--- src/common/larpix_cfg_pkg.sv ---
/* Register-map constants and configuration field types.
   Shared by the register map and the top level. */
`default_nettype none

package larpix_cfg_pkg;

    localparam int REG_NUM = 16;            // number of 8-bit registers

    typedef logic [3:0]  reg_addr_t;        // covers all REG_NUM registers
    typedef logic [7:0]  reg_word_t;
    typedef logic [7:0]  chip_id_t;
    typedef logic [15:0] period_t;          // periodic trigger spacing, clock cycles

    //////////////////////////////////////////////////////////////////////
    // register addresses
    //////////////////////////////////////////////////////////////////////

    localparam reg_addr_t ADDR_CHIP_ID      = 4'd0;
    localparam reg_addr_t ADDR_CHANNEL_MASK = 4'd1; // high bit masks channel
    localparam reg_addr_t ADDR_TRIG_MODES   = 4'd2; // bit 0 = periodic enable
    localparam reg_addr_t ADDR_PER_TRIG_LO  = 4'd3;
    localparam reg_addr_t ADDR_PER_TRIG_HI  = 4'd4;

    // reset values, every other register clears to 0
    localparam chip_id_t DEFAULT_CHIP_ID = 8'd1;
    localparam period_t  DEFAULT_PERIOD  = 16'd1000;

endpackage

`default_nettype wire

--- src/config/config_regmap.sv ---
/* Configuration register file with a parallel write port and a
   combinational read port; decodes the fields the core uses. */
`default_nettype none

module config_regmap #(
    parameter int NUM_CHANNELS = 4
) (
    input  logic                      clk,
    input  logic                      rst_i,
    input  logic                      cfg_we_i,          // write strobe
    input  larpix_cfg_pkg::reg_addr_t cfg_addr_i,
    input  larpix_cfg_pkg::reg_word_t cfg_wdata_i,
    output larpix_cfg_pkg::reg_word_t cfg_rdata_o,       // addressed register
    output larpix_cfg_pkg::chip_id_t  chip_id_o,
    output logic [NUM_CHANNELS-1:0]   channel_mask_o,    // high disables channel
    output logic                      periodic_enable_o,
    output larpix_cfg_pkg::period_t   periodic_period_o
);
    import larpix_cfg_pkg::*;

    reg_word_t regs_q [REG_NUM];                         // register storage

    //////////////////////////////////////////////////////////////////////
    // storage, defaults on reset
    //////////////////////////////////////////////////////////////////////

    always_ff @(posedge clk) begin
        if (rst_i) begin
            for (int i = 0; i < REG_NUM; i++) begin
                regs_q[i] <= '0;
            end
            regs_q[ADDR_CHIP_ID]     <= DEFAULT_CHIP_ID;
            regs_q[ADDR_PER_TRIG_LO] <= DEFAULT_PERIOD[7:0];
            regs_q[ADDR_PER_TRIG_HI] <= DEFAULT_PERIOD[15:8];
        end else if (cfg_we_i) begin
            regs_q[cfg_addr_i] <= cfg_wdata_i;           // spare addresses just store
        end
    end

    assign cfg_rdata_o = regs_q[cfg_addr_i];

    //////////////////////////////////////////////////////////////////////
    // field decode
    //////////////////////////////////////////////////////////////////////

    assign chip_id_o         = regs_q[ADDR_CHIP_ID];
    assign channel_mask_o    = regs_q[ADDR_CHANNEL_MASK][NUM_CHANNELS-1:0];
    assign periodic_enable_o = regs_q[ADDR_TRIG_MODES][0];
    assign periodic_period_o = {regs_q[ADDR_PER_TRIG_HI], regs_q[ADDR_PER_TRIG_LO]};

endmodule

`default_nettype wire

--- config.mk ---
export PLATFORM = sky130hd
export DESIGN_NAME = config_regmap
export DESIGN_NICKNAME = d
export VERILOG_FILES = /design/src/common/larpix_cfg_pkg.sv /design/src/config/config_regmap.sv
export SDC_FILE = /design/constraint.sdc
export NUM_CORES = 1
export LEC_CHECK = 0
export BUFFER_PORTS_ARGS = -buffer_cell sky130_fd_sc_hd__buf_4
export CAP_MARGIN = 20
export CORE_ASPECT_RATIO = 1.1
export CORE_UTILIZATION = 23
export CTS_BUF_LIST = sky130_fd_sc_hd__clkbuf_8 sky130_fd_sc_hd__clkbuf_16
export DETAILED_ROUTE_END_ITERATION = 12
export PLACE_DENSITY = 0.42
export REMOVE_ABC_BUFFERS = 1
export SLEW_MARGIN = 15
export SYNTH_ARGS = -nofsm -noshare
export SYNTH_HDL_FRONTEND = slang
export SYNTH_SLANG_ARGS = --single-unit
--- constraint.sdc ---
create_clock -name clk -period 1.42 [get_ports clk]
set_input_delay 0.071 -clock clk [delete_from_list [all_inputs] [get_ports clk]]
set_output_delay 0.071 -clock clk [all_outputs]
set_load 0.03 [all_outputs]
After elaboration in Yosys (flattened, before gate mapping)
Memories as Yosys holds them, arrays and structs flattened.
Index checks and enable logic that the tools add are counted.
{ "word_totals": {"elab_cells": 16, "romBits": 0, "ramBits": 128, "out_inout_bits": 37, "regBits": 0, "latch_bits": 0, "memories": 1} }
{ "memory_table": {"columns": ["memory", "words", "width", "rd", "rd_clocked_by_memory_dff", "wr", "line", "source"], "rows": [
  ["regs_q", 16, 8, 6, 0, 16, "config_regmap.sv:21", "reg_word_t regs_q [REG_NUM];"]
]} }
{ "op_classes": {"n_eq_ne": 0, "multipliers": 0, "n_div": 0, "shifts": 0, "add_sub_neg": 0, "bitwise_logic": 3, "n_reduce_logical": 1, "n_lt_le_gt_ge": 0, "muxes": 11} }
{ "op_table": {"columns": ["cell", "n"], "rows": [
  ["$mux 8", 4],
  ["$reduce_or 8->1", 1],
  ["$mux 1", 6],
  ["$mux 4", 1],
  ["$or 1x1->1", 3]
]} }

Longest topological paths before layout
{ "depth": {"word_depth": 5, "mapped_depth": 6} }

Worst setup path before layout
No wires, ideal clock.
{ "synth_timing": {"path_type": "in2reg", "startpoint": "in cfg_we_i", "endpoint": "mem regs_q[1][0] (netlist bit), enable pin", "slack_ns": -0.076, "arrival_ns": 1.162, "path_buffers": 1, "stages": 4, "setup_ns": 0.334, "cell_sequence": "buf_2 -> nor4b_4 -> nand2_1 -> nand2b_1"} }
{ "synth_lines": {"columns": ["item", "line", "source"], "rows": [
  ["start, declared", "config_regmap.sv:10", "input logic cfg_we_i,"],
  ["end, declared", "config_regmap.sv:21", null]
]} }

==> run metrics <==
Largest regs=regs_q (128); first-pass GRT wire length=about 27 mm; overall routed net length=approximately 18 mm; initial antenna violation count=0; die area=0.02623 sq mm; Final ANT Viol Nets=0; synthesized instance count=443; setup slack, reg-to-reg=between 0.5 and 0.6 ns; height of the die=169.8 microns; CP arrival=1.88 ns; type of origin of the critical path=flop; Worst R2R End=regs_q[4][5]; VDD IR-drop max=about 0.83 mV; io pins=52; Layout Nets=607; most used routing layer=met2; hold_buf cts=0; Switching Fraction=22.64%; met2 usage in global routing=26.17%; DRC=0; Synth cell types=36; #FFs+latches synth=128; CP required=1.35 ns; Num Clock Sinks=between 100 and 150; dpl hpwl=about 13 mm; share of layout cells above drive strength 1=44.63%; Final min period=roughly 2.0 ns; clk slew on worst S/H paths=~0.060 ns; Vias=just over 4000; CTS H-tree depth=4; largest net degree at the start of global routing=17; initial core utilization=a little under a quarter; DP Worst Slack=-0.4167 ns; cell-by-cell listing of the critical path=mux4_2 -> mux2i_4 -> o22ai_2 -> buf_6; Hold Path Origin=rst_i; register area share after synthesis=between 60% and 70%; final hold violations=0; leakage power=about 3.1 nW; Fmax achieved=between 500 and 600 MHz; Pre-antenna DRT Iters=4; setup ws final=-0.5322 ns; placement row count=61; failing checks=setup timing; total gr overflow=0; Die W=154.5 microns; worst hold slack=0.07156 ns; power density over the cells=about 1300 mW/mm^2; DRT iter0 DRCs=around 250; slowest CP cell=mux4_2; NetSw=roughly 2.5 mW; WL per Instance=a little under 20 microns; syn_area_per_cell=roughly 13 sq um; Worst path max stage delay=around 0.52 ns; Hold Path Sink=regs_q[4][1]; RSZ-0062 raised after global routing=true; outcome=finished with violations; max-slew violation count=0; met1 usage=between 10% and 20%; # diodes=0; clk_lat worst skew=0.42 ns; part of the power in the clock network=47.0%; Most flops, register=regs_q; Yosys top cell area share=slightly above 60%; area delta synth->final=42.90%; Setup Crit Path Kind=flop to output port; period utilisation layout=137.5%; Max-cap violations=0; Core Area=roughly 0.025 sq mm; Logic pwr share=about 13%; vias in the first global route=between 4000 and 5000; Vias/cell=roughly 4.5; CTS tree=built; reg-to-reg startpoint=regs_q[4][5]; CP max FO=2; clock buffer count from CTS=17; Final Wtd Congestion=between 0.7 and 0.8; Worst R2R Path Depth=3; Worst-Margin Slew=around 0.45 ns; clk root buf=clkbuf_16; fillers=approximately 2500; met3 Use GR=3.013%; Crit. End Element=output port; GRT Total Usage=between 10% and 20%; total of warnings raised by yosys=0; PortBufs=51; leading area contributor after synthesis=edfxtp_1; Hold Path Cell Cnt=3; most common cell after layout, fill and taps aside=buf_4; internal power component=~8.4 mW; HP Class=input port to flop; Mapped Area=between 0.005 and 0.006 sq mm; Synth area leaders=edfxtp_1 61%, nor2_1 8.0%, mux4_2 6.1%; Rel. slew slack=between 60% and 70%; max reg flops=between 100 and 150; most frequent cells in the layout=140 x buf_4, 123 x nor2_1, 120 x edfxtp_1; worst clock skew=0 ns; share of power burned in registers=slightly above 40%; maximum root-to-sink buffer count=2; endpoints failing setup=8
## power by group through the flow
stage          Sequential (mW)  Combinational [mW]  Clock, mW
2_1_floorplan             4.55               0.461          0
3_3_place_gp              4.48                1.29          0
3_5_place_dp              4.49                1.29          0
4_1_cts                   4.41                1.40       5.20
5_1_grt                   4.43                1.46       5.37
6_report                  4.41                1.38       5.13
## synthesized netlist by cell type
cell type and count:
a211o_2 2, a211oi_1 4, a21o_1 3, a21oi_1 6, a2bb2oi_1 4, a41oi_2 1, and4b_1 1, and4bb_2 1
buf_1 1, buf_2 12, buf_4 11, buf_6 1, clkbuf_1 10, dfxtp_1 8, edfxtp_1 120, inv_1 3
mux2_2 26, mux2i_1 10, mux4_2 16, nand2_1 15, nand2b_1 18, nand3_1 4, nand3_2 1, nand3b_1 2
nor2_1 125, nor2_2 4, nor2_8 1, nor2b_1 5, nor3_1 2, nor4b_4 1, nor4bb_1 1, o221ai_1 8
o22ai_1 12, o2bb2ai_1 2, or2_2 1, or4b_4 1
## final cells by class
| cell class | instances | area, sq um | area share (%) |
|---|---|---|---|
| inverters | 3 | 11.26 | 0.1339 |
| flip-flops and latches | 128 | 3764 | 44.75 |
| clock buffers | 17 | 425.4 | 5.058 |
| multi-input cells | 277 | 2068 | 24.59 |
| clock inverters | 15 | 266.5 | 3.169 |
| well taps | 315 | 394.1 | 4.686 |
| repair buffers | 165 | 1481 | 17.61 |
## timing repair
action,4_1_cts,5_1_grt
setup buffers,5,3
gates resized for setup,34,0
endpoints found under the setup margin,8,8
pin swaps,6,5
## metal layers
metal / vias to the layer above / share of wire (%) / wire, microns
met5: - / 0 / 0
met1: 2073 / 42 / 7590
li1: 1924 / - / -
met3: 21 / 3.6 / 643
met4: 0 / 1.7 / 307
met2: 106 / 53 / 9465
## worst max-delay path by stage
| stage | slack, ns | cells past startpoint | start | to |
|---|---|---|---|---|
| 6_report | -0.53 | 4 | regs_q[0][7] | cfg_rdata_o[7] |
| 3_5_place_dp | -0.42 | 7 | cfg_addr_i[0] | cfg_rdata_o[7] |
| 2_1_floorplan | -0.04 | 3 | regs_q[3][1] | cfg_rdata_o[1] |
| 3_3_place_gp | -0.43 | 7 | cfg_addr_i[0] | cfg_rdata_o[7] |
| 4_1_cts | -0.53 | 4 | regs_q[3][7] | cfg_rdata_o[7] |
| 5_1_grt | -0.57 | 4 | regs_q[0][7] | cfg_rdata_o[7] |
## worst max-delay path, delay by kind of cell, from the launching register on
kind                   cells  cell delay (ns)
AOI/OAI and AO/OA          1             0.12
muxes                      2             0.78
DFF                        1             0.40
buffers and inverters      1             0.15
## metrics by stage
stage	area, sq um	util (%)	setup TNS (ns)	std cells	power [mW]
floorplan	5690	-	-0.4737	408	5.008
global placement	7513	29.83	-7.331	885	5.774
detailed placement	7513	29.83	-6.286	885	5.781
CTS	8388	33.30	-3.840	917	11.01
global route	8411	33.39	-3.999	920	11.26
finish	8411	33.39	-3.613	920	10.92
## logic make-up (layout without fill, tap and decap cells)
kind of cell | count (synthesis) | in the layout | synth area share [%]
buffers and inverters | 38 | 200 | 3.508
flip-flops | 128 | 128 | 63.95
multiplexers | 52 | 52 | 12.80
AO/OA/AOI/OAI | 42 | 42 | 5.379
AND/OR/NAND/NOR | 183 | 183 | 14.37
Note: power is estimated with default switching activity, not from simulation.
