**src/common/larpix_cfg_pkg.sv**
```systemverilog
/* Register-map constants and configuration field types.
   Shared by the register map and the top level. */
`default_nettype none

package larpix_cfg_pkg;

    localparam int REG_NUM = 16;            // number of 8-bit registers

    typedef logic [3:0]  reg_addr_t;        // covers all REG_NUM registers
    typedef logic [7:0]  reg_word_t;
    typedef logic [7:0]  chip_id_t;
    typedef logic [15:0] period_t;          // periodic trigger spacing, clock cycles

    //////////////////////////////////////////////////////////////////////
    // register addresses
    //////////////////////////////////////////////////////////////////////

    localparam reg_addr_t ADDR_CHIP_ID      = 4'd0;
    localparam reg_addr_t ADDR_CHANNEL_MASK = 4'd1; // high bit masks channel
    localparam reg_addr_t ADDR_TRIG_MODES   = 4'd2; // bit 0 = periodic enable
    localparam reg_addr_t ADDR_PER_TRIG_LO  = 4'd3;
    localparam reg_addr_t ADDR_PER_TRIG_HI  = 4'd4;

    // reset values, every other register clears to 0
    localparam chip_id_t DEFAULT_CHIP_ID = 8'd1;
    localparam period_t  DEFAULT_PERIOD  = 16'd1000;

endpackage

`default_nettype wire

```
**src/common/larpix_event_pkg.sv**
```systemverilog
/* Event word layout, its field types and the channel FSM states.
   Used by the channels, the FIFOs and the top level. */
`default_nettype none

package larpix_event_pkg;

    localparam int ADC_BITS        = 10;
    localparam int TIMESTAMP_BITS  = 24;
    localparam int CHANNEL_ID_BITS = 6;
    localparam int EVENT_BITS      = 50; // chip 8 + chan 6 + src 2 + ts 24 + adc 10

    typedef logic [ADC_BITS-1:0]        adc_word_t;
    typedef logic [TIMESTAMP_BITS-1:0]  timestamp_t;
    typedef logic [CHANNEL_ID_BITS-1:0] channel_id_t;

    typedef enum logic [1:0] {
        TRIG_NATURAL  = 2'd0,               // discriminator hit
        TRIG_PERIODIC = 2'd1                // internal pulser
    } trig_src_t;

    // msb to lsb: chip id, channel id, trigger source, timestamp, adc word
    typedef logic [EVENT_BITS-1:0] event_word_t;

    typedef enum logic [1:0] {
        CH_IDLE,                            // waiting for trigger
        CH_SAMPLE,                          // sample high, waiting on adc done
        CH_STORE                            // push event to local fifo
    } chan_state_t;

endpackage

`default_nettype wire

```
**src/trigger_timing.sv**
```systemverilog
/* Free-running event timestamp and the periodic trigger pulser
   shared by all channels. */
`default_nettype none

module trigger_timing (
    input  logic                         clk,
    input  logic                         rst_i,
    input  logic                         periodic_enable_i,
    input  larpix_cfg_pkg::period_t      periodic_period_i,  // pulse spacing
    output larpix_event_pkg::timestamp_t timestamp_o,
    output logic                         periodic_trigger_o  // one-cycle pulse
);
    import larpix_cfg_pkg::*;

    period_t period_cnt_q;                                    // cycles since last pulse
    period_t last_count;
    logic    period_reached;

    assign last_count     = periodic_period_i - 1'b1;
    assign period_reached = (period_cnt_q >= last_count);     // >= covers a shrunk period

    // timestamp, wraps at its width
    always_ff @(posedge clk) begin
        if (rst_i) begin
            timestamp_o <= '0;
        end else begin
            timestamp_o <= timestamp_o + 1'b1;
        end
    end

    always_ff @(posedge clk) begin
        if (rst_i || !periodic_enable_i) begin
            period_cnt_q <= '0;                               // held while disabled
        end else if (period_reached) begin
            period_cnt_q <= '0;
        end else begin
            period_cnt_q <= period_cnt_q + 1'b1;
        end
    end

    assign periodic_trigger_o = periodic_enable_i && period_reached;

    a_pulse_single: assert property (@(posedge clk) disable iff (rst_i)
        (periodic_trigger_o && periodic_period_i > 16'd1) |=> !periodic_trigger_o);

endmodule

`default_nettype wire

```
**config.mk**
```make
export PLATFORM = sky130hd
export DESIGN_NAME = trigger_timing
export DESIGN_NICKNAME = d
export VERILOG_FILES = /design/src/common/larpix_cfg_pkg.sv /design/src/common/larpix_event_pkg.sv /design/src/trigger_timing.sv
export SDC_FILE = /design/constraint.sdc
export NUM_CORES = 1
export LEC_CHECK = 0
export ABC_CLOCK_PERIOD_IN_PS = 6000
export BUFFER_PORTS_ARGS = -buffer_cell sky130_fd_sc_hd__buf_2
export CORE_MARGIN = 2
export CORE_UTILIZATION = 50
export DETAILED_ROUTE_END_ITERATION = 7
export PLACE_DENSITY = 0.73
export SETUP_SLACK_MARGIN = 0.2
export SYNTH_ARGS = -nofsm -noshare
export SYNTH_HDL_FRONTEND = slang
export SYNTH_SLANG_ARGS = --single-unit
```
**constraint.sdc**
```tcl
create_clock -name clk -period 6 [get_ports clk]
set_clock_uncertainty 0.2 [all_clocks]
set_input_delay 0.3 -clock clk [delete_from_list [all_inputs] [get_ports clk]]
set_output_delay 0.3 -clock clk [all_outputs]
set_load 0.01 [all_outputs]
```
Yosys cells after proc, flatten, opt, wreduce, memory -nomap -nowiden
Index checks and enable logic that the tools add are counted.

Bits in read-only memories: 0. Latch bits: 0. Memories: 0. Word-level logic and storage cells: 10. Register bits: 40. RAM bits: 0.

Shifts and indexed selects: 0. Bitwise operators: 0. Mux-type cells: 0. $mul: 0. Eq/ne operators: 0. Reduce and logical (&&, ||, !) cells: 4. $lt $le $gt $ge: 1. Divide/modulo/power cells: 0. $add $sub $neg: 3.

Operators by type and width (count): $add 24x1->24 const B (1); $add 16x1->16 const B (1); $ge 16x16->1 (1); $sub 16x1->16 const B (1); $reduce_or 2->1 (1); $logic_and 1x1->1 (1); $logic_not 1->1 (1); $logic_or 1x1->1 (1).

Depth between registers and ports, before layout
Depth after elaboration: 3. Gate-level depth with buffers: 13.

Worst setup path before layout
Ideal clock, no wire load.

Path kind: input-to-output. From: input periodic_period_i[5]. To: output periodic_trigger_o. Cell stages on the path: 9. Arrival time: 2.687 ns. Path slack: 2.813 ns. Buffers on the path: 0. Cell sequence: nor4_1 > nand2_1 > or3_1 > xor2_1 > ha_1 > nand2_1 > a2111o_1 > o31ai_2 > o31a_1.

Cells in the longest elaborated chain, start to end: 3.

RTL lines: start, declared (RTL line trigger_timing.sv:9) `input larpix_cfg_pkg::period_t periodic_period_i,`; $sub 16x1->16 (RTL line trigger_timing.sv:19) `assign last_count = periodic_period_i - 1'b1;`; $ge 16x16->1 (RTL line trigger_timing.sv:20) `assign period_reached = (period_cnt_q >= last_count);`; $logic_and 1x1->1 (RTL line trigger_timing.sv:41) `assign periodic_trigger_o = periodic_enable_i && period_reached;`; end, declared (RTL line trigger_timing.sv:11) `output logic periodic_trigger_o`.

No other way between the ends.

Worst setup path in the final report
Same ends and word-level chain as after synthesis.

==> flow_metrics.tcl <==
set metrics [dict create \
    drt_pass1_iterations 4 \
    hold_buffers 0 \
    track_usage_pct 19.7 \
    vdd_ir_drop_max_v 0.000132 \
    root_buffer "clkbuf_8" \
    clockBufferDepth 2 \
    clock_latency_ns 0.29 \
    drive_gt1_share_pct 19.6 \
    drv_slew 0 \
    start_util_pct 51.2 \
    cpPeakStageDelay_ns 0.50 \
    crit_type "in2out" \
    ctsResizeCount 0 \
    yosys_warnings 0 \
    synthTopCellsByArea "dfxtp_1, ha_1, xor2_1, xnor2_1, nor4_1" \
    post-route-period-util_pct 59.5 \
    grt_first_pass_wirelength_um 8340 \
    end_kind "output port" \
    wirelength_um 5030 \
    ys_ff_latch 40 \
    ys.flop_type "dfxtp_1" \
    ioPinCount 44 \
    final_core_util_pct 59.1 \
    worstMarginPinSlew_ns 0.526 \
    fin_area_um2 2770 \
    r2r_cells 7 \
    dieArea_um2 5380 \
    postRouteAntennaNets 0 \
    start_kind "input port" \
    whs_path_depth 2 \
    synth.most_common_cell "dfxtp_1" \
    worstHoldStart "rst_i" \
    setup_viol_count_final 0 \
    placed_area_um2 2650 \
    rows 25 \
    cp_max_fo 17 \
    ys_seq_area_share_pct 33.3 \
    r2r-start "period_cnt_q[0]" \
    yosysTopAreaCell "dfxtp_1" \
    pwr_density_cell_nw_per_um2 195 \
    io_buffers 43 \
    async_flop_share_pct 0 \
    yosysUniqueCellTypes 42 \
    rsz0062_at_grt "no" \
    dpl.hpwl_um 3820 \
    nets 353 \
    cts_setup_buffers 0 \
    crit_chain "buf_2, nor4_1, nand3_1, nor3b_1, xnor2_1, ha_1, and4_1, nand3_1, o32ai_2, buf_4, o31a_1, buf_2" \
    avgSynthCellArea_um2 8.77 \
    synth_edf_count 0 \
    synth_nets 312 \
    power_uw 540 \
    whs_endpoint "timestamp_o[0]" \
    path_clk_slew_ns 0.08 \
    antenna_found_initial 0 \
    via_per_inst 5.79 \
    cts_tree "built" \
    syn-instance-count 274 \
    synth.top_cell.area_share_pct 33.3 \
    synth_commonest_cells "dfxtp_1, xor2_1, ha_1" \
    grt_pass1_vias 1871 \
    hold_viol 0 \
    dr.first_iter.drc_count 88 \
    die_h_um 73.3 \
    synthToLayoutAreaGrowth_pct 15.4 \
    min_path_type "in2reg" \
    gp_congestion 0.742 \
    reg2reg_slack_ns 3.62 \
    relSlewSlack_pct 64.6 \
    die_w_um 73.3 \
    num_vias 2141 \
    cp.arrival_ns 3.07 \
    fin_crit_ns 3.57 \
    holdWs_ns 0.229 \
    final.setup.tns_ns 0 \
    avgRoutedWirePerCell_um 13.6 \
    numCtsBuffers 5 \
    slowest_stage "nor4_1" \
    syn-cell-area_um2 2400 \
    clock.fmax_mhz 280 \
    coreArea_um2 4690 \
    grt_max_degree 27 \
    r2r_end "period_cnt_q[13]" \
    overflow 0 \
    cts.htree.levels 2 \
    remaining_drc_errors 0 \
    required_ns 5.50 \
    status "complete, no violations" \
    max_cap_violations 0 \
    num_antenna_cells 0 \
    cts.sinks 40 \
    power_leakage_uw 0.00111 \
]
-- through the flow --
stage	instances	setup WS, ns
after floorplan	274	2.81
after global placement	362	2.51
after detailed placement	362	2.41
after CTS	370	2.40
after global routing	370	2.26
final	370	2.43
-- cell families (layout without fill, tap and decap cells) --
kind of cell	after synthesis	after routing	synth area share (%)
AND/OR/NAND/NOR	116	116	28.4
AO/OA/AOI/OAI	45	45	12.4
flip-flops	40	40	33.3
XOR/XNOR	33	33	12.0
buffers and inverters	20	62	3.44
adder cells (fa/ha/maj)	19	19	9.90
multiplexers	1	1	0.469
-- how the worst max path moves through the flow --
stage | start | end | depth (start not counted)
2_1_floorplan | periodic_period_i[5] | periodic_trigger_o | 9
4_1_cts | periodic_period_i[5] | periodic_trigger_o | 12
6_report | periodic_period_i[5] | periodic_trigger_o | 12
3_3_place_gp | periodic_period_i[5] | period_cnt_q[4] | 10
3_5_place_dp | periodic_period_i[5] | periodic_trigger_o | 12
5_1_grt | periodic_period_i[5] | periodic_trigger_o | 12
-- per-layer routing --
metal | GRT usage, % | vias up | routed length [µm]
met4 | 6.06 | 0 | 68
li1 | - | 1092 | -
met3 | 4.12 | 7 | 193
met5 | 0 | - | 0
met2 | 30.6 | 47 | 2300
met1 | 27.3 | 995 | 2470
-- critical path: cells and delay by family --
family                   cells  cell delay (ns)
AO/OA/AOI/OAI                2             0.41
adder cells (fa/ha/maj)      1             0.29
AND/OR/NAND/NOR              5             1.45
buffers and inverters        3             0.49
XOR/XNOR                     1             0.11
-- cells in the final DEF (no fill, tap or decap), types with 2 or more instances in the layout --
cell type  count
nor2b_1        4
a2111oi_0      3
or4_1          4
buf_2         43
or3_1         11
buf_4          2
o31ai_1        5
a21oi_1       16
nor3_1         4
a21o_1         3
xor2_1        21
xnor2_1       12
and2_1         5
clkbuf_8       6
ha_1          19
inv_1          9
dfxtp_1       40
nor3b_1        2
nand2_1       17
and3_1         2
nor2_1        13
and4_1         6
nor4_1        15
nand4_1        9
nand3_1       15
o21ai_0       12
-- report_power, final --
group / switching [µW] / leakage, µW / internal (µW) / total [µW]
logic: 21.8 / 0.000724 / 16.8 / 38.6
registers: 2.88 / 0.000323 / 268 / 270
clock network: 94.8 / 0.0000614 / 136 / 231
total: 119 / 0.00111 / 420 / 540
-- registers in the layout (all words and copies together) (netlist names) --
register and flops:
period_cnt_q 16, timestamp_o 24
-- final cells by class --
cell class	instances	area, µm²
inverter	9	33.8
timing repair buffer	45	230
fill	437	1920
sequential	40	801
multi-input combinational	214	1520
tap	54	67.6
clock buffer	6	82.6
clock inverter	2	38.8
No activity file was read; power rests on OpenSTA's default activity.
