## src/common/larpix_event_pkg.sv

```systemverilog
/* Event word layout, its field types and the channel FSM states.
   Used by the channels, the FIFOs and the top level. */
`default_nettype none

package larpix_event_pkg;

    localparam int ADC_BITS        = 10;
    localparam int TIMESTAMP_BITS  = 24;
    localparam int CHANNEL_ID_BITS = 6;
    localparam int EVENT_BITS      = 50; // chip 8 + chan 6 + src 2 + ts 24 + adc 10

    typedef logic [ADC_BITS-1:0]        adc_word_t;
    typedef logic [TIMESTAMP_BITS-1:0]  timestamp_t;
    typedef logic [CHANNEL_ID_BITS-1:0] channel_id_t;

    typedef enum logic [1:0] {
        TRIG_NATURAL  = 2'd0,               // discriminator hit
        TRIG_PERIODIC = 2'd1                // internal pulser
    } trig_src_t;

    // msb to lsb: chip id, channel id, trigger source, timestamp, adc word
    typedef logic [EVENT_BITS-1:0] event_word_t;

    typedef enum logic [1:0] {
        CH_IDLE,                            // waiting for trigger
        CH_SAMPLE,                          // sample high, waiting on adc done
        CH_STORE                            // push event to local fifo
    } chan_state_t;

endpackage

`default_nettype wire

```

## src/event_fifo.sv

```systemverilog
/* Synchronous first-word-fall-through FIFO of event words. Serves as
   each channel's local FIFO and as the shared readout FIFO. */
`default_nettype none

module event_fifo #(
    parameter int DEPTH = 2
) (
    input  logic                          clk,
    input  logic                          rst_i,
    input  logic                          push_i,
    input  larpix_event_pkg::event_word_t data_i,
    input  logic                          pop_i,
    output larpix_event_pkg::event_word_t data_o,   // head, valid when not empty
    output logic                          empty_o,
    output logic                          full_o
);
    import larpix_event_pkg::*;

    localparam int PTR_W = (DEPTH > 1) ? $clog2(DEPTH) : 1;
    localparam int CNT_W = $clog2(DEPTH + 1);

    event_word_t      mem [DEPTH];
    logic [PTR_W-1:0] wr_ptr_q;
    logic [PTR_W-1:0] rd_ptr_q;
    logic [CNT_W-1:0] count_q;                      // entries held

    function automatic logic [PTR_W-1:0] next_ptr(input logic [PTR_W-1:0] ptr);
        if (ptr == PTR_W'(DEPTH - 1)) begin
            return '0;                              // wrap for non power of two
        end
        return ptr + 1'b1;
    endfunction

    always_ff @(posedge clk) begin
        if (rst_i) begin
            wr_ptr_q <= '0;
            rd_ptr_q <= '0;
            count_q  <= '0;
        end else begin
            if (push_i) begin
                wr_ptr_q <= next_ptr(wr_ptr_q);
            end
            if (pop_i) begin
                rd_ptr_q <= next_ptr(rd_ptr_q);
            end
            case ({push_i, pop_i})
                2'b10:   count_q <= count_q + 1'b1;
                2'b01:   count_q <= count_q - 1'b1;
                default: count_q <= count_q;        // none, or both
            endcase
        end
    end

    always_ff @(posedge clk) begin
        if (push_i) begin
            mem[wr_ptr_q] <= data_i;
        end
    end

    assign data_o  = mem[rd_ptr_q];
    assign empty_o = (count_q == '0);
    assign full_o  = (count_q == CNT_W'(DEPTH));

    a_no_push_full: assert property (@(posedge clk) disable iff (rst_i) push_i |-> !full_o);
    a_no_pop_empty: assert property (@(posedge clk) disable iff (rst_i) pop_i |-> !empty_o);

endmodule

`default_nettype wire

```

## config.mk

```make
export PLATFORM = sky130hd
export DESIGN_NAME = event_fifo
export DESIGN_NICKNAME = d
export VERILOG_FILES = /design/src/common/larpix_event_pkg.sv /design/src/event_fifo.sv
export SDC_FILE = /design/constraint.sdc
export NUM_CORES = 1
export LEC_CHECK = 0
export BUFFER_PORTS_ARGS = -buffer_cell sky130_fd_sc_hd__buf_2
export CAP_MARGIN = 20
export CELL_PAD_IN_SITES_DETAIL_PLACEMENT = 1
export CELL_PAD_IN_SITES_GLOBAL_PLACEMENT = 1
export CORE_MARGIN = 2
export CORE_UTILIZATION = 43
export CTS_CLUSTER_DIAMETER = 150
export DETAILED_ROUTE_END_ITERATION = 8
export PLACE_DENSITY = 0.81
export SLEW_MARGIN = 0
export SYNTH_ARGS = -nofsm -noshare
export SYNTH_HDL_FRONTEND = slang
export SYNTH_SLANG_ARGS = --single-unit
export TNS_END_PERCENT = 20
```

## constraint.sdc

```tcl
create_clock -name clk -period 3.47 [get_ports clk]
set_clock_uncertainty 0.2 [all_clocks]
set_input_delay 0.1735 -clock clk [delete_from_list [all_inputs] [get_ports clk]]
set_output_delay 0.1735 -clock clk [all_outputs]
set_load 0.05 [all_outputs]
```

Yosys cells after proc, flatten, opt, wreduce, memory -nomap -nowiden
Memory sizes are Yosys's and may differ from the RTL's. A register that Yosys moved wholly into a read port is not among the register bits. Cells that the tools add are included.

Flip-flop bits (word level): 4. RAM bits: 100. Input bits: 54. Output and inout port bits: 52. Logic and storage cells: 28. Memories: 1.

Add/sub/neg operators: 4. Equality and inequality tests: 3. Multiplexer cells: 15. Reductions and logical operators: 2.

Memory list: mem (depth 2, width 50, rd ports 1, clocked after Yosys merged registers in 1, wr ports 1, line event_fifo.sv:22) `event_word_t mem [DEPTH];`.

Operators by type and width (count): $mux W1 (14); $eq A2 B2 Y1 const B (2); $pmux W2 S2 (1); $add A1 B1 Y1 const B (2); $add A2 B1 Y2 const B (1); $eq A2 B1 Y1 const B (1); $logic_not A2 Y1 (1); $reduce_bool A2 Y1 (1); $sub A2 B1 Y2 const B (1).

Longest topological paths before layout
Depth after elaboration: 6. Mapped depth: 5. Gate-level depth less buffers: 5.

Least setup slack after synthesis
OpenSTA, ideal clock, no wires.

Kind: register to register. Start: register wr_ptr_q. End: memory mem[0][0] in the netlist's numbering (enable). Library setup time: 0.459 ns. Arrival time: 2.427 ns. Data required time: 2.811 ns. Path slack: 0.384 ns. Stages on the path, launching flop included: 2. Path buffers: 0. Period minus slack after synthesis: 3.086 ns. Path through: dfxtp_1 -> nor2_1.

RTL lines: start, declared (line event_fifo.sv:23) `logic [PTR_W-1:0] wr_ptr_q;`; start signal, assigned (line event_fifo.sv:41) `wr_ptr_q <= next_ptr(wr_ptr_q);`; end, declared (line event_fifo.sv:22).

No word-level cell before the write port.

==> impl_table.tex <==
\begin{tabular}{lr}
\hline
Metric & Value \\
\hline
\multicolumn{2}{l}{\textbf{Placement}} \\
\quad Number of placed instances, taps included & 389 \\
\quad Number of buffer cells added on primary ports & 105 \\
\quad Weighted congestion at the end of routability-driven global placement & 0.6667 \\
\quad Placement Setup Slack & 1.342 ns \\
\quad Placement-stage cell area & 0.004484 mm² \\
\quad DP Wirelength & 4.726 mm \\
\multicolumn{2}{l}{\textbf{Detailed routing}} \\
\quad DRT antenna net count & 0 \\
\quad Average wire per standard cell & 16.80 µm \\
\quad Vias & 2163 \\
\quad Via-per-instance ratio & 4.723 \\
\quad Initial detailed-routing violation count & 77 \\
\quad First-pass DRT Iterations & 4 \\
\quad Post-route DRC violation count & 0 \\
\quad Final WL & 7.693 mm \\
\multicolumn{2}{l}{\textbf{Final layout}} \\
\quad Inserted Diodes & 0 \\
\quad Fill cell total of the finished layout & 808 \\
\quad Nets & 400 \\
\quad Final cell count without fillers & 458 \\
\quad Area added between synthesis and finish & 38.20\% \\
\quad Post-route cell area & 0.005251 mm² \\
\quad Fraction of final layout cells with drive strength greater than 1 & 0.5057 \\
\multicolumn{2}{l}{\textbf{Die}} \\
\quad Width of the die & 98.01 µm \\
\quad \# IOs & 106 \\
\quad Standard-cell row count & 34 \\
\quad Die Footprint & 0.009605 mm² \\
\quad Floorplan core area & 0.008636 mm² \\
\quad Vertical die dimension & 98.01 µm \\
\quad Initial cell density of the core & 0.4400 \\
\multicolumn{2}{l}{\textbf{Worst setup path}} \\
\quad Data arrival time of the critical path & 2.12 ns \\
\quad Kind of critical path & flip-flop to output pin \\
\quad Startpoint class of the critical path & flip-flop \\
\quad Largest fanout of any net on the critical path & 25 \\
\quad CP Capture Type & output pin \\
\quad Data required time of the worst path & 3.10 ns \\
\multicolumn{2}{l}{\textbf{Timing}} \\
\quad Time the final worst path needs with I/O delays and setup & 2.490 ns \\
\quad Slew at the pin with the worst max-slew slack & 0.8127 ns \\
\quad Hold Slack & 0.3321 ns \\
\quad Slack of the critical path & 0.9797 ns \\
\quad Unrepaired setup endpoints after global routing & no \\
\quad Final number of setup-violating endpoints & 0 \\
\quad Final-report hold violation count & 0 \\
\quad Setup TNS & 0 ns \\
\quad Max-slew headroom & 0.4569 \\
\quad Share of the cycle needed by the critical path after routing & 0.7177 \\
\quad Number of pins exceeding their max-slew limit in the final report & 0 \\
\quad Timing-limited maximum frequency & 401.6 MHz \\
\multicolumn{2}{l}{\textbf{CTS}} \\
\quad Clock buffer depth & 2 \\
\quad CTS H-tree lvls & 3 \\
\quad TritonCTS clock tree & yes \\
\quad Clock latency on the worst-skew pair & 0.35 ns \\
\quad Cts repair resizes & 0 \\
\quad Inserted Clock Buffers & 9 \\
\quad Clock transition time at the flip-flop clock pins of the worst setup and hold paths & 0.09 ns \\
\quad Clock root cell & clkbuf\_8 \\
\quad Clk sink count & 105 \\
\multicolumn{2}{l}{\textbf{Global routing}} \\
\quad Maximum number of pins on one net before global-route repair & 27 \\
\quad Global router's overall resource usage & 0.1694 \\
\quad Total gr overflow & 0 \\
\quad Initial antenna violation count & 0 \\
\quad Via count of the first global-routing pass & 2371 \\
\quad Global-route wire length before repair & 12.48 mm \\
\multicolumn{2}{l}{\textbf{Pwr}} \\
\quad LEAKAGE & 1.985 nW \\
\quad Pwr/cell area & 559.5 mW/mm² \\
\quad Maximum VDD drop & 337.7 µV \\
\multicolumn{2}{l}{\textbf{Yosys}} \\
\quad Count of synthesis-stage warnings from yosys & 0 \\
\quad Mean Syn Cell Area & 21.35 µm² \\
\quad Synth area leader & edfxtp\_1 \\
\quad Number of different library cells in the post-synthesis netlist & 15 \\
\quad Most area-consuming cells after synthesis & edfxtp\_1 (79\%), mux2\_2 (15\%), dfxtp\_1 (2.6\%) \\
\quad Number of nets in the synthesized netlist & 233 \\
\quad Share of the synthesized area in the top cell type & 0.7903 \\
\quad Sequential area share after synthesis & 0.8166 \\
\quad FF+latch count, synth & 105 \\
\quad Mapped cell area & 0.003800 mm² \\
\quad Number of cells produced by synthesis & 178 \\
\multicolumn{2}{l}{\textbf{Run}} \\
\quad Number of violations of the max-capacitance limit & 0 \\
\multicolumn{2}{l}{\textbf{Run status}} \\
\quad Outcome & completed \\
\multicolumn{2}{l}{\textbf{Min path}} \\
\quad Hold/Removal Path Class & flip-flop to flip-flop \\
\hline
\end{tabular}
worst max-delay path, stage by stage, from the launching register on:
cell and delay [ns]:
dfxtp_2 0.73, buf_4 0.42, mux2_2 0.39, buf_2 0.21
cells in the final DEF, fill, tap and decap left out, types with 3 or more instances in the layout:
master / Yosys / routed
buf_2: 5 / 105
buf_4: 0 / 3
bufinv_16: 0 / 3
clkbuf_8: 0 / 9
dfxtp_1: 5 / 4
dlygate4sd3_1: 0 / 53
edfxtp_1: 100 / 100
mux2_2: 50 / 50
nor2_1: 6 / 5
xnor2_1: 3 / 3
cells by family (layout without fill, tap and decap cells):
logic type,count (synthesis),count (layout),synth area share
buffers and inverters,7,179,0.008558
flip-flops,105,105,0.8166
AO/OA/AOI/OAI,2,2,0.002632
multiplexers,50,50,0.1482
XOR/XNOR,4,4,0.009221
adder cells (fa/ha/maj),1,1,0.003292
AND/OR/NAND/NOR,9,9,0.01153
area by class of cell:
| class | instances | area [µm²] | share of cell area |
|---|---|---|---|
| Timing Repair Buffer | 162 | 1099 | 0.2092 |
| Multi-Input combinational cell | 66 | 673.1 | 0.1282 |
| Clock buffer | 11 | 131.4 | 0.02502 |
| Sequential cell | 105 | 3104 | 0.5911 |
| Clock inverter | 5 | 105.1 | 0.02001 |
| Tap cell | 108 | 135.1 | 0.02573 |
| Inverter | 1 | 3.754 | 0.0007148 |
cell usage after synthesis:
| library cell | count |
|---|---|
| nor2_1 | 6 |
| clkbuf_1 | 1 |
| dfxtp_1 | 5 |
| and2b_2 | 1 |
| inv_1 | 1 |
| xor2_1 | 1 |
| mux2_2 | 50 |
| and2_1 | 1 |
| o21ai_0 | 1 |
| a21oi_1 | 1 |
| or3_1 | 1 |
| buf_2 | 5 |
| xnor2_1 | 3 |
| ha_1 | 1 |
| edfxtp_1 | 100 |
through the flow:
step | util | power, mW
finish | 0.6081 | 2.938
floorplan | - | 1.909
global placement | 0.5193 | 2.036
detailed placement | 0.5193 | 2.049
global route | 0.6081 | 3.046
CTS | 0.6081 | 2.963
path summary, 6_finish.rpt:
path / startpoint / slack (ns) / end / depth (start not counted)
worst max-delay path: flip-flop / 0.98 / data_o[9] / 3
worst min-delay path: count_q[1]$_SDFFE_PP0P_ / 0.33 / count_q[1]$_SDFFE_PP0P_ / 2
worst max register to register: wr_ptr_q$_SDFFE_PP0P_ / 1.46 / mem[1][36]$_DFFE_PP_ / 2
worst min register to register: count_q[1]$_SDFFE_PP0P_ / 0.33 / count_q[1]$_SDFFE_PP0P_ / 2
state kept, by name, summed over array words and instances (netlist names), named ones only:
register	count
count_q	2
wr_ptr_q	1
mem	100
rd_ptr_q	1
timing repair:
| action | in CTS | in global routing |
|---|---|---|
| buffers inserted | 0 | 0 |
| endpoints found under the hold margin | 105 | 0 |
| hold buffers | 53 | 0 |
per-layer routing:
metal | track usage | wire, µm
met5 | 0 | 0
met4 | 0.03846 | 61
met3 | 0.04295 | 344
met2 | 0.3056 | 4147
met1 | 0.2051 | 3139
report_power, final:
group          switching, mW  internal [mW]
Combinational          0.370          0.186
Clock                  0.395          0.480
Sequential            0.0320           1.47
Total                  0.797           2.14
Power figures use the tool's default switching activity.
