$ cat config.mk
export PLATFORM = sky130hd
export DESIGN_NAME = channel_ctrl
export DESIGN_NICKNAME = d
export VERILOG_FILES = /design/src/common/larpix_cfg_pkg.sv /design/src/common/larpix_event_pkg.sv /design/src/channel/channel_ctrl.sv
export SDC_FILE = /design/constraint.sdc
export NUM_CORES = 1
export LEC_CHECK = 0
export BUFFER_PORTS_ARGS = -buffer_cell sky130_fd_sc_hd__buf_2
export CAP_MARGIN = 5
export CORE_MARGIN = 2
export CORE_UTILIZATION = 37
export CTS_CLUSTER_DIAMETER = 150
export DETAILED_ROUTE_END_ITERATION = 10
export PLACE_DENSITY_LB_ADDON = 0.05
export SYNTH_ARGS = -nofsm -noshare
export SYNTH_HDL_FRONTEND = slang
export SYNTH_SLANG_ARGS = --single-unit
$ cat constraint.sdc
create_clock -name clk -period 3.6 [get_ports clk]
set_input_delay 0.72 -clock clk [delete_from_list [all_inputs] [get_ports clk]]
set_output_delay 0.72 -clock clk [all_outputs]
set_load 0.02 [all_outputs]
$ cat src/common/larpix_cfg_pkg.sv
/* Register-map constants and configuration field types.
   Shared by the register map and the top level. */
`default_nettype none

package larpix_cfg_pkg;

    localparam int REG_NUM = 16;            // number of 8-bit registers

    typedef logic [3:0]  reg_addr_t;        // covers all REG_NUM registers
    typedef logic [7:0]  reg_word_t;
    typedef logic [7:0]  chip_id_t;
    typedef logic [15:0] period_t;          // periodic trigger spacing, clock cycles

    //////////////////////////////////////////////////////////////////////
    // register addresses
    //////////////////////////////////////////////////////////////////////

    localparam reg_addr_t ADDR_CHIP_ID      = 4'd0;
    localparam reg_addr_t ADDR_CHANNEL_MASK = 4'd1; // high bit masks channel
    localparam reg_addr_t ADDR_TRIG_MODES   = 4'd2; // bit 0 = periodic enable
    localparam reg_addr_t ADDR_PER_TRIG_LO  = 4'd3;
    localparam reg_addr_t ADDR_PER_TRIG_HI  = 4'd4;

    // reset values, every other register clears to 0
    localparam chip_id_t DEFAULT_CHIP_ID = 8'd1;
    localparam period_t  DEFAULT_PERIOD  = 16'd1000;

endpackage

`default_nettype wire

$ cat src/common/larpix_event_pkg.sv
/* Event word layout, its field types and the channel FSM states.
   Used by the channels, the FIFOs and the top level. */
`default_nettype none

package larpix_event_pkg;

    localparam int ADC_BITS        = 10;
    localparam int TIMESTAMP_BITS  = 24;
    localparam int CHANNEL_ID_BITS = 6;
    localparam int EVENT_BITS      = 50; // chip 8 + chan 6 + src 2 + ts 24 + adc 10

    typedef logic [ADC_BITS-1:0]        adc_word_t;
    typedef logic [TIMESTAMP_BITS-1:0]  timestamp_t;
    typedef logic [CHANNEL_ID_BITS-1:0] channel_id_t;

    typedef enum logic [1:0] {
        TRIG_NATURAL  = 2'd0,               // discriminator hit
        TRIG_PERIODIC = 2'd1                // internal pulser
    } trig_src_t;

    // msb to lsb: chip id, channel id, trigger source, timestamp, adc word
    typedef logic [EVENT_BITS-1:0] event_word_t;

    typedef enum logic [1:0] {
        CH_IDLE,                            // waiting for trigger
        CH_SAMPLE,                          // sample high, waiting on adc done
        CH_STORE                            // push event to local fifo
    } chan_state_t;

endpackage

`default_nettype wire

$ cat src/channel/channel_ctrl.sv
/* One pixel channel: takes a hit or periodic trigger, drives the ADC
   sample line, captures the conversion and pushes a timestamped event. */
`default_nettype none

module channel_ctrl (
    input  logic                          clk,
    input  logic                          rst_i,
    input  larpix_event_pkg::channel_id_t channel_id_i,   // fixed per instance
    input  larpix_cfg_pkg::chip_id_t      chip_id_i,
    input  logic                          masked_i,       // high ignores triggers
    input  logic                          hit_i,          // discriminator fired
    input  logic                          periodic_trigger_i,
    input  larpix_event_pkg::timestamp_t  timestamp_i,
    input  logic                          done_i,         // adc conversion finished
    input  larpix_event_pkg::adc_word_t   dout_i,
    input  logic                          fifo_full_i,    // local fifo full
    output logic                          sample_o,       // high while sampling
    output logic                          push_o,
    output larpix_event_pkg::event_word_t event_o
);
    import larpix_event_pkg::*;

    chan_state_t state_q;
    trig_src_t   trig_src_q;                              // latched at trigger
    timestamp_t  timestamp_q;                             // latched at trigger
    adc_word_t   adc_q;                                   // latched on done
    logic        trigger;

    // a full local fifo drops the trigger, the event is lost
    assign trigger = !masked_i && !fifo_full_i && (hit_i || periodic_trigger_i);

    always_ff @(posedge clk) begin
        if (rst_i) begin
            state_q <= CH_IDLE;
        end else begin
            case (state_q)
                CH_IDLE: begin
                    if (trigger) begin
                        state_q <= CH_SAMPLE;
                    end
                end
                CH_SAMPLE: begin
                    if (done_i) begin                     // latency set by the adc
                        state_q <= CH_STORE;
                    end
                end
                CH_STORE: begin
                    state_q <= CH_IDLE;                   // push happens here
                end
                default: begin
                    state_q <= CH_IDLE;
                end
            endcase
        end
    end

    // event payload
    always_ff @(posedge clk) begin
        if (state_q == CH_IDLE && trigger) begin
            timestamp_q <= timestamp_i;
            trig_src_q  <= periodic_trigger_i ? TRIG_PERIODIC : TRIG_NATURAL; // periodic wins
        end
        if (state_q == CH_SAMPLE && done_i) begin
            adc_q <= dout_i;
        end
    end

    assign sample_o = (state_q == CH_SAMPLE);
    assign push_o   = (state_q == CH_STORE);
    assign event_o  = {chip_id_i, channel_id_i, trig_src_q, timestamp_q, adc_q};

    // fifo can only drain while we sample, so it must have room at push
    a_no_push_full: assert property (@(posedge clk) disable iff (rst_i)
        !(push_o && fifo_full_i));

endmodule

`default_nettype wire

Word-level counts from Yosys, hierarchy flattened --
Cells that the tools add are included.
Storage, ports and cells: input bits 55, output and inout bits 52, logic and storage cells 21, flip-flop bits (word level) 38
Operators by class: reductions and logical operators 9, muxes and demuxes 4, eq/ne operators 4
Operators with widths (count):
- 1-bit logical AND | 4
- 2-bit 2-to-1 mux | 2
- 2-bit inequality test (second input constant) | 2
- 2-bit one-hot mux with 2 select lines | 1
- 2-bit by 1-bit equality test with 1-bit output (second input constant) | 1
- 2-bit equality test (second input constant) | 1
- 1-bit logical NOT | 2
- 2-bit logical NOT | 1
- 2-bit AND reduction | 1
- 1-bit logical OR | 1
- 1-bit 2-to-1 mux | 1

Logic depth before layout (Yosys ltp) --
Gate-level depths: netlist of the first run.
word-level depth 5, mapped depth 2, depth with buffers taken out 2

Worst setup path before layout of the first run --
No wires, ideal clock.
path type input-to-reg, start in fifo_full_i, end reg timestamp_q[0], enable pin, library setup time 0.407 ns, data arrival time 2.302 ns, path buffers 0, data required time 3.193 ns, cell stages on the path 2, path slack 0.891 ns, path through or4_4 nor2_1
Between the ends: word-level cells in the longest chain between the ends 4
Ends and longest elaborated chain:
- start, declared | RTL line channel_ctrl.sv:16 | input logic fifo_full_i,
- 1-bit logical NOT | RTL line channel_ctrl.sv:30 | assign trigger = !masked_i && !fifo_full_i && (hit_i || periodic_trigger_i);
- 1-bit logical AND (2 in a row) | RTL line channel_ctrl.sv:30
- 1-bit logical AND | RTL line channel_ctrl.sv:59 | if (state_q == CH_IDLE && trigger) begin
- end signal, assigned | RTL line channel_ctrl.sv:60 | timestamp_q <= timestamp_i;
- end, declared | RTL line channel_ctrl.sv:25 | timestamp_t timestamp_q;
No other way between the ends. A chain may end at the register's enable or synchronous reset.

Final worst setup path of the first run --
start reg state_q[1], end out sample_o
Between the ends: word-level cells in the longest chain between the ends 1
Ends and longest elaborated chain:
- start, declared | RTL line channel_ctrl.sv:23 | chan_state_t state_q;
- start signal, assigned | RTL line channel_ctrl.sv:34 | state_q <= CH_IDLE;
- start signal, assigned | RTL line channel_ctrl.sv:39 | state_q <= CH_SAMPLE;
- start signal, assigned | RTL line channel_ctrl.sv:44 | state_q <= CH_STORE;
- 2-bit by 1-bit equality test with 1-bit output | RTL line channel_ctrl.sv:68 | assign sample_o = (state_q == CH_SAMPLE);
- end, declared | RTL line channel_ctrl.sv:17 | output logic sample_o,
No other way between the ends.

==> results.json, run 1 <==
{
  "clock.fmax_mhz": 553,
  "drc_errors": 0,
  "grt_max_degree": 26,
  "fin_worst_skew_ns": 0.00594,
  "cts_setup_buffers": 0,
  "clock_path_buffers": 2,
  "cp-endpoint": "sample_o",
  "powerDensity_nw_per_um2": 522,
  "rows": 21,
  "drt_first_iter_violations": 7,
  "startpoint": "state_q[1]",
  "nets": 187,
  "clkTransAtPathRegs_ns": 0.11,
  "htree_levels": 2,
  "yosysSeqAreaShare": 0.852,
  "yosys-top-cells-area": "edfxtp_1 82%, buf_4 8.8%, dfxtp_1 3.1%",
  "status": "finished, final reports clean",
  "cts-buffers-inserted": 5,
  "dieArea_sq_um": 3950,
  "yosys.area.top_type": "edfxtp_1",
  "ff2ff_path_depth": 3,
  "drive_gt1_frac": 0.684,
  "initial_utilization": 0.384,
  "synth_warnings": 0,
  "post-route-min-period_ns": 1.81,
  "gr-total-overflow": 0,
  "hpwl_mm": 1.74,
  "syn_nets": 117,
  "start_kind": "flop",
  "grt_pass1_vias": 738,
  "core_sq_um": 3340,
  "crit_type": "reg -> out",
  "num_io_pins": 107,
  "ctsResizeCount": 0,
  "vias": 750,
  "slowest_delay_ns": 0.39,
  "fill_cells": 304,
  "worst_r2r_endpoint": "timestamp_q[19]",
  "cts_tree": "built",
  "fin_crit_sh": 0.503,
  "synth_top_area_frac": 0.821,
  "syn_area_sq_um": 1280,
  "min_path_type": "in -> reg",
  "critical_path_required_ns": 2.88,
  "chipHeight_um": 62.8,
  "routed_via_density": 4.19,
  "rsz0062_at_grt": "false",
  "avgSynthCellArea_sq_um": 20.6,
  "reg2reg_from": "state_q[1]",
  "antenna_found_initial": 0,
  "cts.sinks": 37,
  "setup_violations": 0,
  "utilization": 0.516,
  "clkLatencyLatePin_ns": 0.33,
  "area_growth_pct": 34.6,
  "hold_buffers": 0,
  "power_leakage_uw": 0.000737,
  "cp.arrival_ns": 1.09,
  "synth_seq_cells": 37,
  "die_width_um": 62.8,
  "setup_tns_ns": 0,
  "rrSetupSlack_ns": 1.96,
  "first_pass_iters": 4,
  "ys_types": 11,
  "whs_ns": 0.556,
  "hold_viol_final": 0,
  "min_from": "timestamp_i[22]",
  "path_cells": "and2b_2 > buf_2",
  "antenna_cells": 0,
  "wl_per_cell_um": 12.5,
  "ant_nets": 0,
  "drv.max_cap_violation_count": 0,
  "grt_pass1_wl_mm": 3.27,
  "peakVddDrop_v": 0.000335,
  "drt_wl_total_mm": 2.23,
  "portBuffers": 77,
  "cp_slowest_cell": "dfxtp_1",
  "critPathCaptureType": "output port",
  "grt_usage": 0.112,
  "critPathMaxFanout": 5,
  "maxSlewViolCount": 0,
  "ctsRootBufferMaster": "clkbuf_4",
  "synthCells": 62,
  "power.total_uw": 899,
  "place_congestion": 0.655
}
state kept, by name, indices dropped and copies added, names as in the netlist:
name / flops
adc_q: 10
state_q: 2
timestamp_q: 24
trig_src_q: 1
worst min-delay path by stage:
stage                                 end  cells past startpoint
after floorplan                state_q[0]                      2
after global placement         state_q[0]                      2
after detailed placement       state_q[0]                      2
after CTS                  timestamp_q[4]                      1
after global routing      timestamp_q[12]                      1
final                     timestamp_q[22]                      1
layout make-up:
class / instances / area (sq um) / area share
multi-input cells: 10 / 78.8 / 0.0458
clock buffers: 5 / 37.5 / 0.0218
clock inverters: 3 / 65.1 / 0.0378
well taps: 46 / 57.6 / 0.0334
flip-flops and latches: 37 / 1090 / 0.633
repair buffers: 78 / 393 / 0.228
critical path: cells and delay by family (launching register included):
kind / cells / cell delay [ns]
simple gates: 1 / 0.23
flops: 1 / 0.39
buf+inv: 1 / 0.15
cells in the mapped netlist:
| cell type | number |
|---|---|
| dfxtp_1 | 2 |
| o31ai_2 | 1 |
| nor2_1 | 2 |
| or4b_1 | 1 |
| buf_4 | 15 |
| nor2b_1 | 2 |
| conb_1 | 1 |
| and3b_2 | 1 |
| edfxtp_1 | 35 |
| and2b_2 | 1 |
| or4_4 | 1 |
per-stage QoR:
stage               worst slack (ns)  cells  area [sq um]
floorplan                      0.891     62          1280
global placement                1.55    171          1620
detailed placement              1.52    171          1620
CTS                             1.76    179          1720
global route                    1.71    179          1720
finish                          1.79    179          1720
where the power goes:
| group | total, uW | leakage (uW) | switching [uW] | internal [uW] |
|---|---|---|---|---|
| clock network | 342 | 0.0000552 | 127 | 215 |
| registers | 492 | 0.000338 | 3.59 | 488 |
| logic | 65.1 | 0.000344 | 37.5 | 27.5 |
| total | 899 | 0.000737 | 168 | 731 |
cells by family (layout without fill, tap and decap cells):
logic type,after synthesis,count (layout),share of synthesized area
DFF,37,37,0.852
buffers and inverters,15,86,0.0880
and+or+nand+nor,8,8,0.0469
other,1,1,0.00293
AOI/OAI and AO/OA,1,1,0.00977
placed cells by master, fill, tap and decap left out, drive strengths merged:
| master | n |
|---|---|
| bufinv | 2 |
| conb | 1 |
| or4 | 1 |
| clkbuf | 5 |
| clkinv | 1 |
| and2b | 1 |
| buf | 78 |
| or4b | 1 |
| edfxtp | 35 |
| nor2b | 2 |
| nor2 | 2 |
| o31ai | 1 |
| dfxtp | 2 |
| and3b | 1 |
per-layer routing:
layer  global-route usage  vias up  wire length [um]
met4               0.0833        0               114
met2                0.173       45              1070
met3               0.0649       20               277
met1                0.112      332               766
met5                    0        -                 0
li1                     -      353                 -
No activity file was read; power rests on OpenSTA's default activity.
==> run 2, diff against run 1 <==
ABC_AREA = 1   (was default)
clock period = 1.7 ns   (was 3.6 ns; I/O delays follow)
==> results.json, run 2 <==
{
  "crit_type": "reg -> out",
  "num_io_pins": 107,
  "cp_slowest_cell": "dfxtp_1",
  "htree_levels": 2,
  "min_path_type": "in -> reg",
  "vias": 761,
  "gr-total-overflow": 0,
  "peakVddDrop_v": 0.000391,
  "ff2ff_path_depth": 4,
  "synth_mux_area_frac": 0,
  "power.total_uw": 1590,
  "routed_via_density": 4.09,
  "yosys.area.top_type": "edfxtp_1",
  "cts.sinks": 37,
  "setup_tns_ns": 0,
  "worstHoldPathCells": 1,
  "area_growth_pct": 31.4,
  "syn_nets": 124,
  "cts_setup_buffers": 0,
  "yosysSeqAreaShare": 0.849,
  "fill_cells": 312,
  "ys_types": 13,
  "clock.fmax_mhz": 708,
  "synth_seq_cells": 37,
  "place_congestion": 0.651,
  "setup_violations": 0,
  "drive_gt1_frac": 0.621,
  "rsz0062_at_grt": "false",
  "ctsRootBufferMaster": "clkbuf_4",
  "synthFlopType": "edfxtp_1",
  "synth_top_area_frac": 0.818,
  "cts-buffers-inserted": 5,
  "portBuffers": 77,
  "drc_errors": 0,
  "cts_tree": "built",
  "syn_area_sq_um": 1280,
  "grt_pass1_wl_mm": 3.35,
  "rows": 21,
  "grt_usage": 0.117,
  "yosys.area_share.simple": 0.0360,
  "synth_top_family_by_area": "buffers and inverters",
  "start_kind": "flop",
  "wl_per_cell_um": 12.2,
  "grt_max_degree": 21,
  "clkTransAtPathRegs_ns": 0.10,
  "largest-register": "timestamp_q",
  "path_cells": "inv_1 > nor2_1 > buf_2",
  "synth_warnings": 0,
  "first_pass_iters": 4,
  "reg2reg_from": "state_q[1]",
  "maxSlewViolCount": 0,
  "drv.max_cap_violation_count": 0,
  "powerDensity_nw_per_um2": 939,
  "yosys-top-cells-area": "edfxtp_1 82%, buf_4 8.8%, dfxtp_1 3.1%",
  "power_leakage_uw": 0.000731,
  "synthXorXnorAreaFrac": 0,
  "core_sq_um": 3340,
  "dieArea_sq_um": 3960,
  "critPathMaxFanout": 5,
  "nets": 195,
  "hpwl_mm": 1.78,
  "post-route-min-period_ns": 1.41,
  "antenna_found_initial": 0,
  "critPathCaptureType": "output port",
  "hold_buffers": 0,
  "worst_r2r_endpoint": "timestamp_q[20]",
  "initial_utilization": 0.385,
  "yosysMostFrequentCell": "edfxtp_1",
  "synth_compound_area_frac": 0.00682,
  "min_from": "timestamp_i[17]",
  "chipHeight_um": 62.9,
  "clock_path_buffers": 2,
  "largestRegisters": "timestamp_q (24), adc_q (10), state_q (2)",
  "layout_common_cells": "77 x buf_2, 35 x edfxtp_1, 5 x inv_1, 5 x clkbuf_4, 3 x nor2_1",
  "synthCells": 69,
  "fin_worst_skew_ns": 0.00691,
  "hold_viol_final": 0,
  "drt_wl_total_mm": 2.28,
  "layout_commonest_cell": "buf_2",
  "fin_crit_sh": 0.830,
  "status": "finished, final reports clean",
  "grt_pass1_vias": 699,
  "synth_top_cells_by_count": "35 x edfxtp_1, 15 x buf_4, 5 x inv_1",
  "ctsResizeCount": 0,
  "min_to": "timestamp_q[17]",
  "slowest_delay_ns": 0.43,
  "drt_first_iter_violations": 26,
  "clkLatencyLatePin_ns": 0.33,
  "synthArstFlopShare": 0,
  "die_width_um": 62.9,
  "rrSetupSlack_ns": 0.36,
  "largest_reg_flops": 24,
  "critical_path_required_ns": 1.36,
  "cp.arrival_ns": 1.07,
  "synthAdderAreaFrac": 0,
  "avgSynthCellArea_sq_um": 18.6,
  "synth-edff-count": 35,
  "antenna_cells": 0,
  "ant_nets": 0
}
[run 2: worst max-delay path by stage]
stage,start,end,cells past startpoint
6_report,state_q[1],push_o,3
3_5_place_dp,fifo_full_i,timestamp_q[3],5
4_1_cts,state_q[1],push_o,3
5_1_grt,state_q[1],push_o,3
2_1_floorplan,state_q[0],adc_q[0],2
3_3_place_gp,fifo_full_i,timestamp_q[2],5
[run 2: layer usage]
metal | global-route usage | vias up | routed length (um)
met2 | 0.165 | 53 | 1050
met3 | 0.0703 | 14 | 307
met1 | 0.131 | 327 | 850
met4 | 0.0778 | 0 | 73
met5 | 0 | - | 0
li1 | - | 367 | -
[run 2: power by group]
group | switching, uW | internal [uW]
sequential | 7.51 | 1030
combinational | 82.5 | 60.2
clock | 252 | 150
[run 2: kinds of logic after synthesis]
family,after synthesis
flops,37
buf+inv,21
simple gates,9
compound gates,1
other cells,1
[run 2: critical path: cells and delay by family, from the launching register on]
family | cells | cell delay [ns]
flops | 1 | 0.43
buf+inv | 2 | 0.23
simple gates | 1 | 0.09
[run 2: cell type report]
cell class	count	area [sq um]	area share
clock buffers	6	41.3	0.0245
clock inverters	1	3.75	0.00222
inverters	6	22.5	0.0133
multi-input cells	11	58.8	0.0348
flip-flops and latches	37	1090	0.646
well taps	46	57.6	0.0341
repair buffers	79	413	0.245
[run 2: per-stage QoR]
step	utilization	instance area [sq um]	setup slack, ns	cells	hold WS, ns
6_report	0.506	1690	0.288	186	0.178
5_1_grt	0.506	1690	0.213	186	0.135
4_1_cts	0.506	1690	0.257	186	0.154
3_5_place_dp	0.492	1640	0.292	179	0.509
3_3_place_gp	0.492	1640	0.327	179	0.496
2_1_floorplan	-	1280	0.140	69	0.402
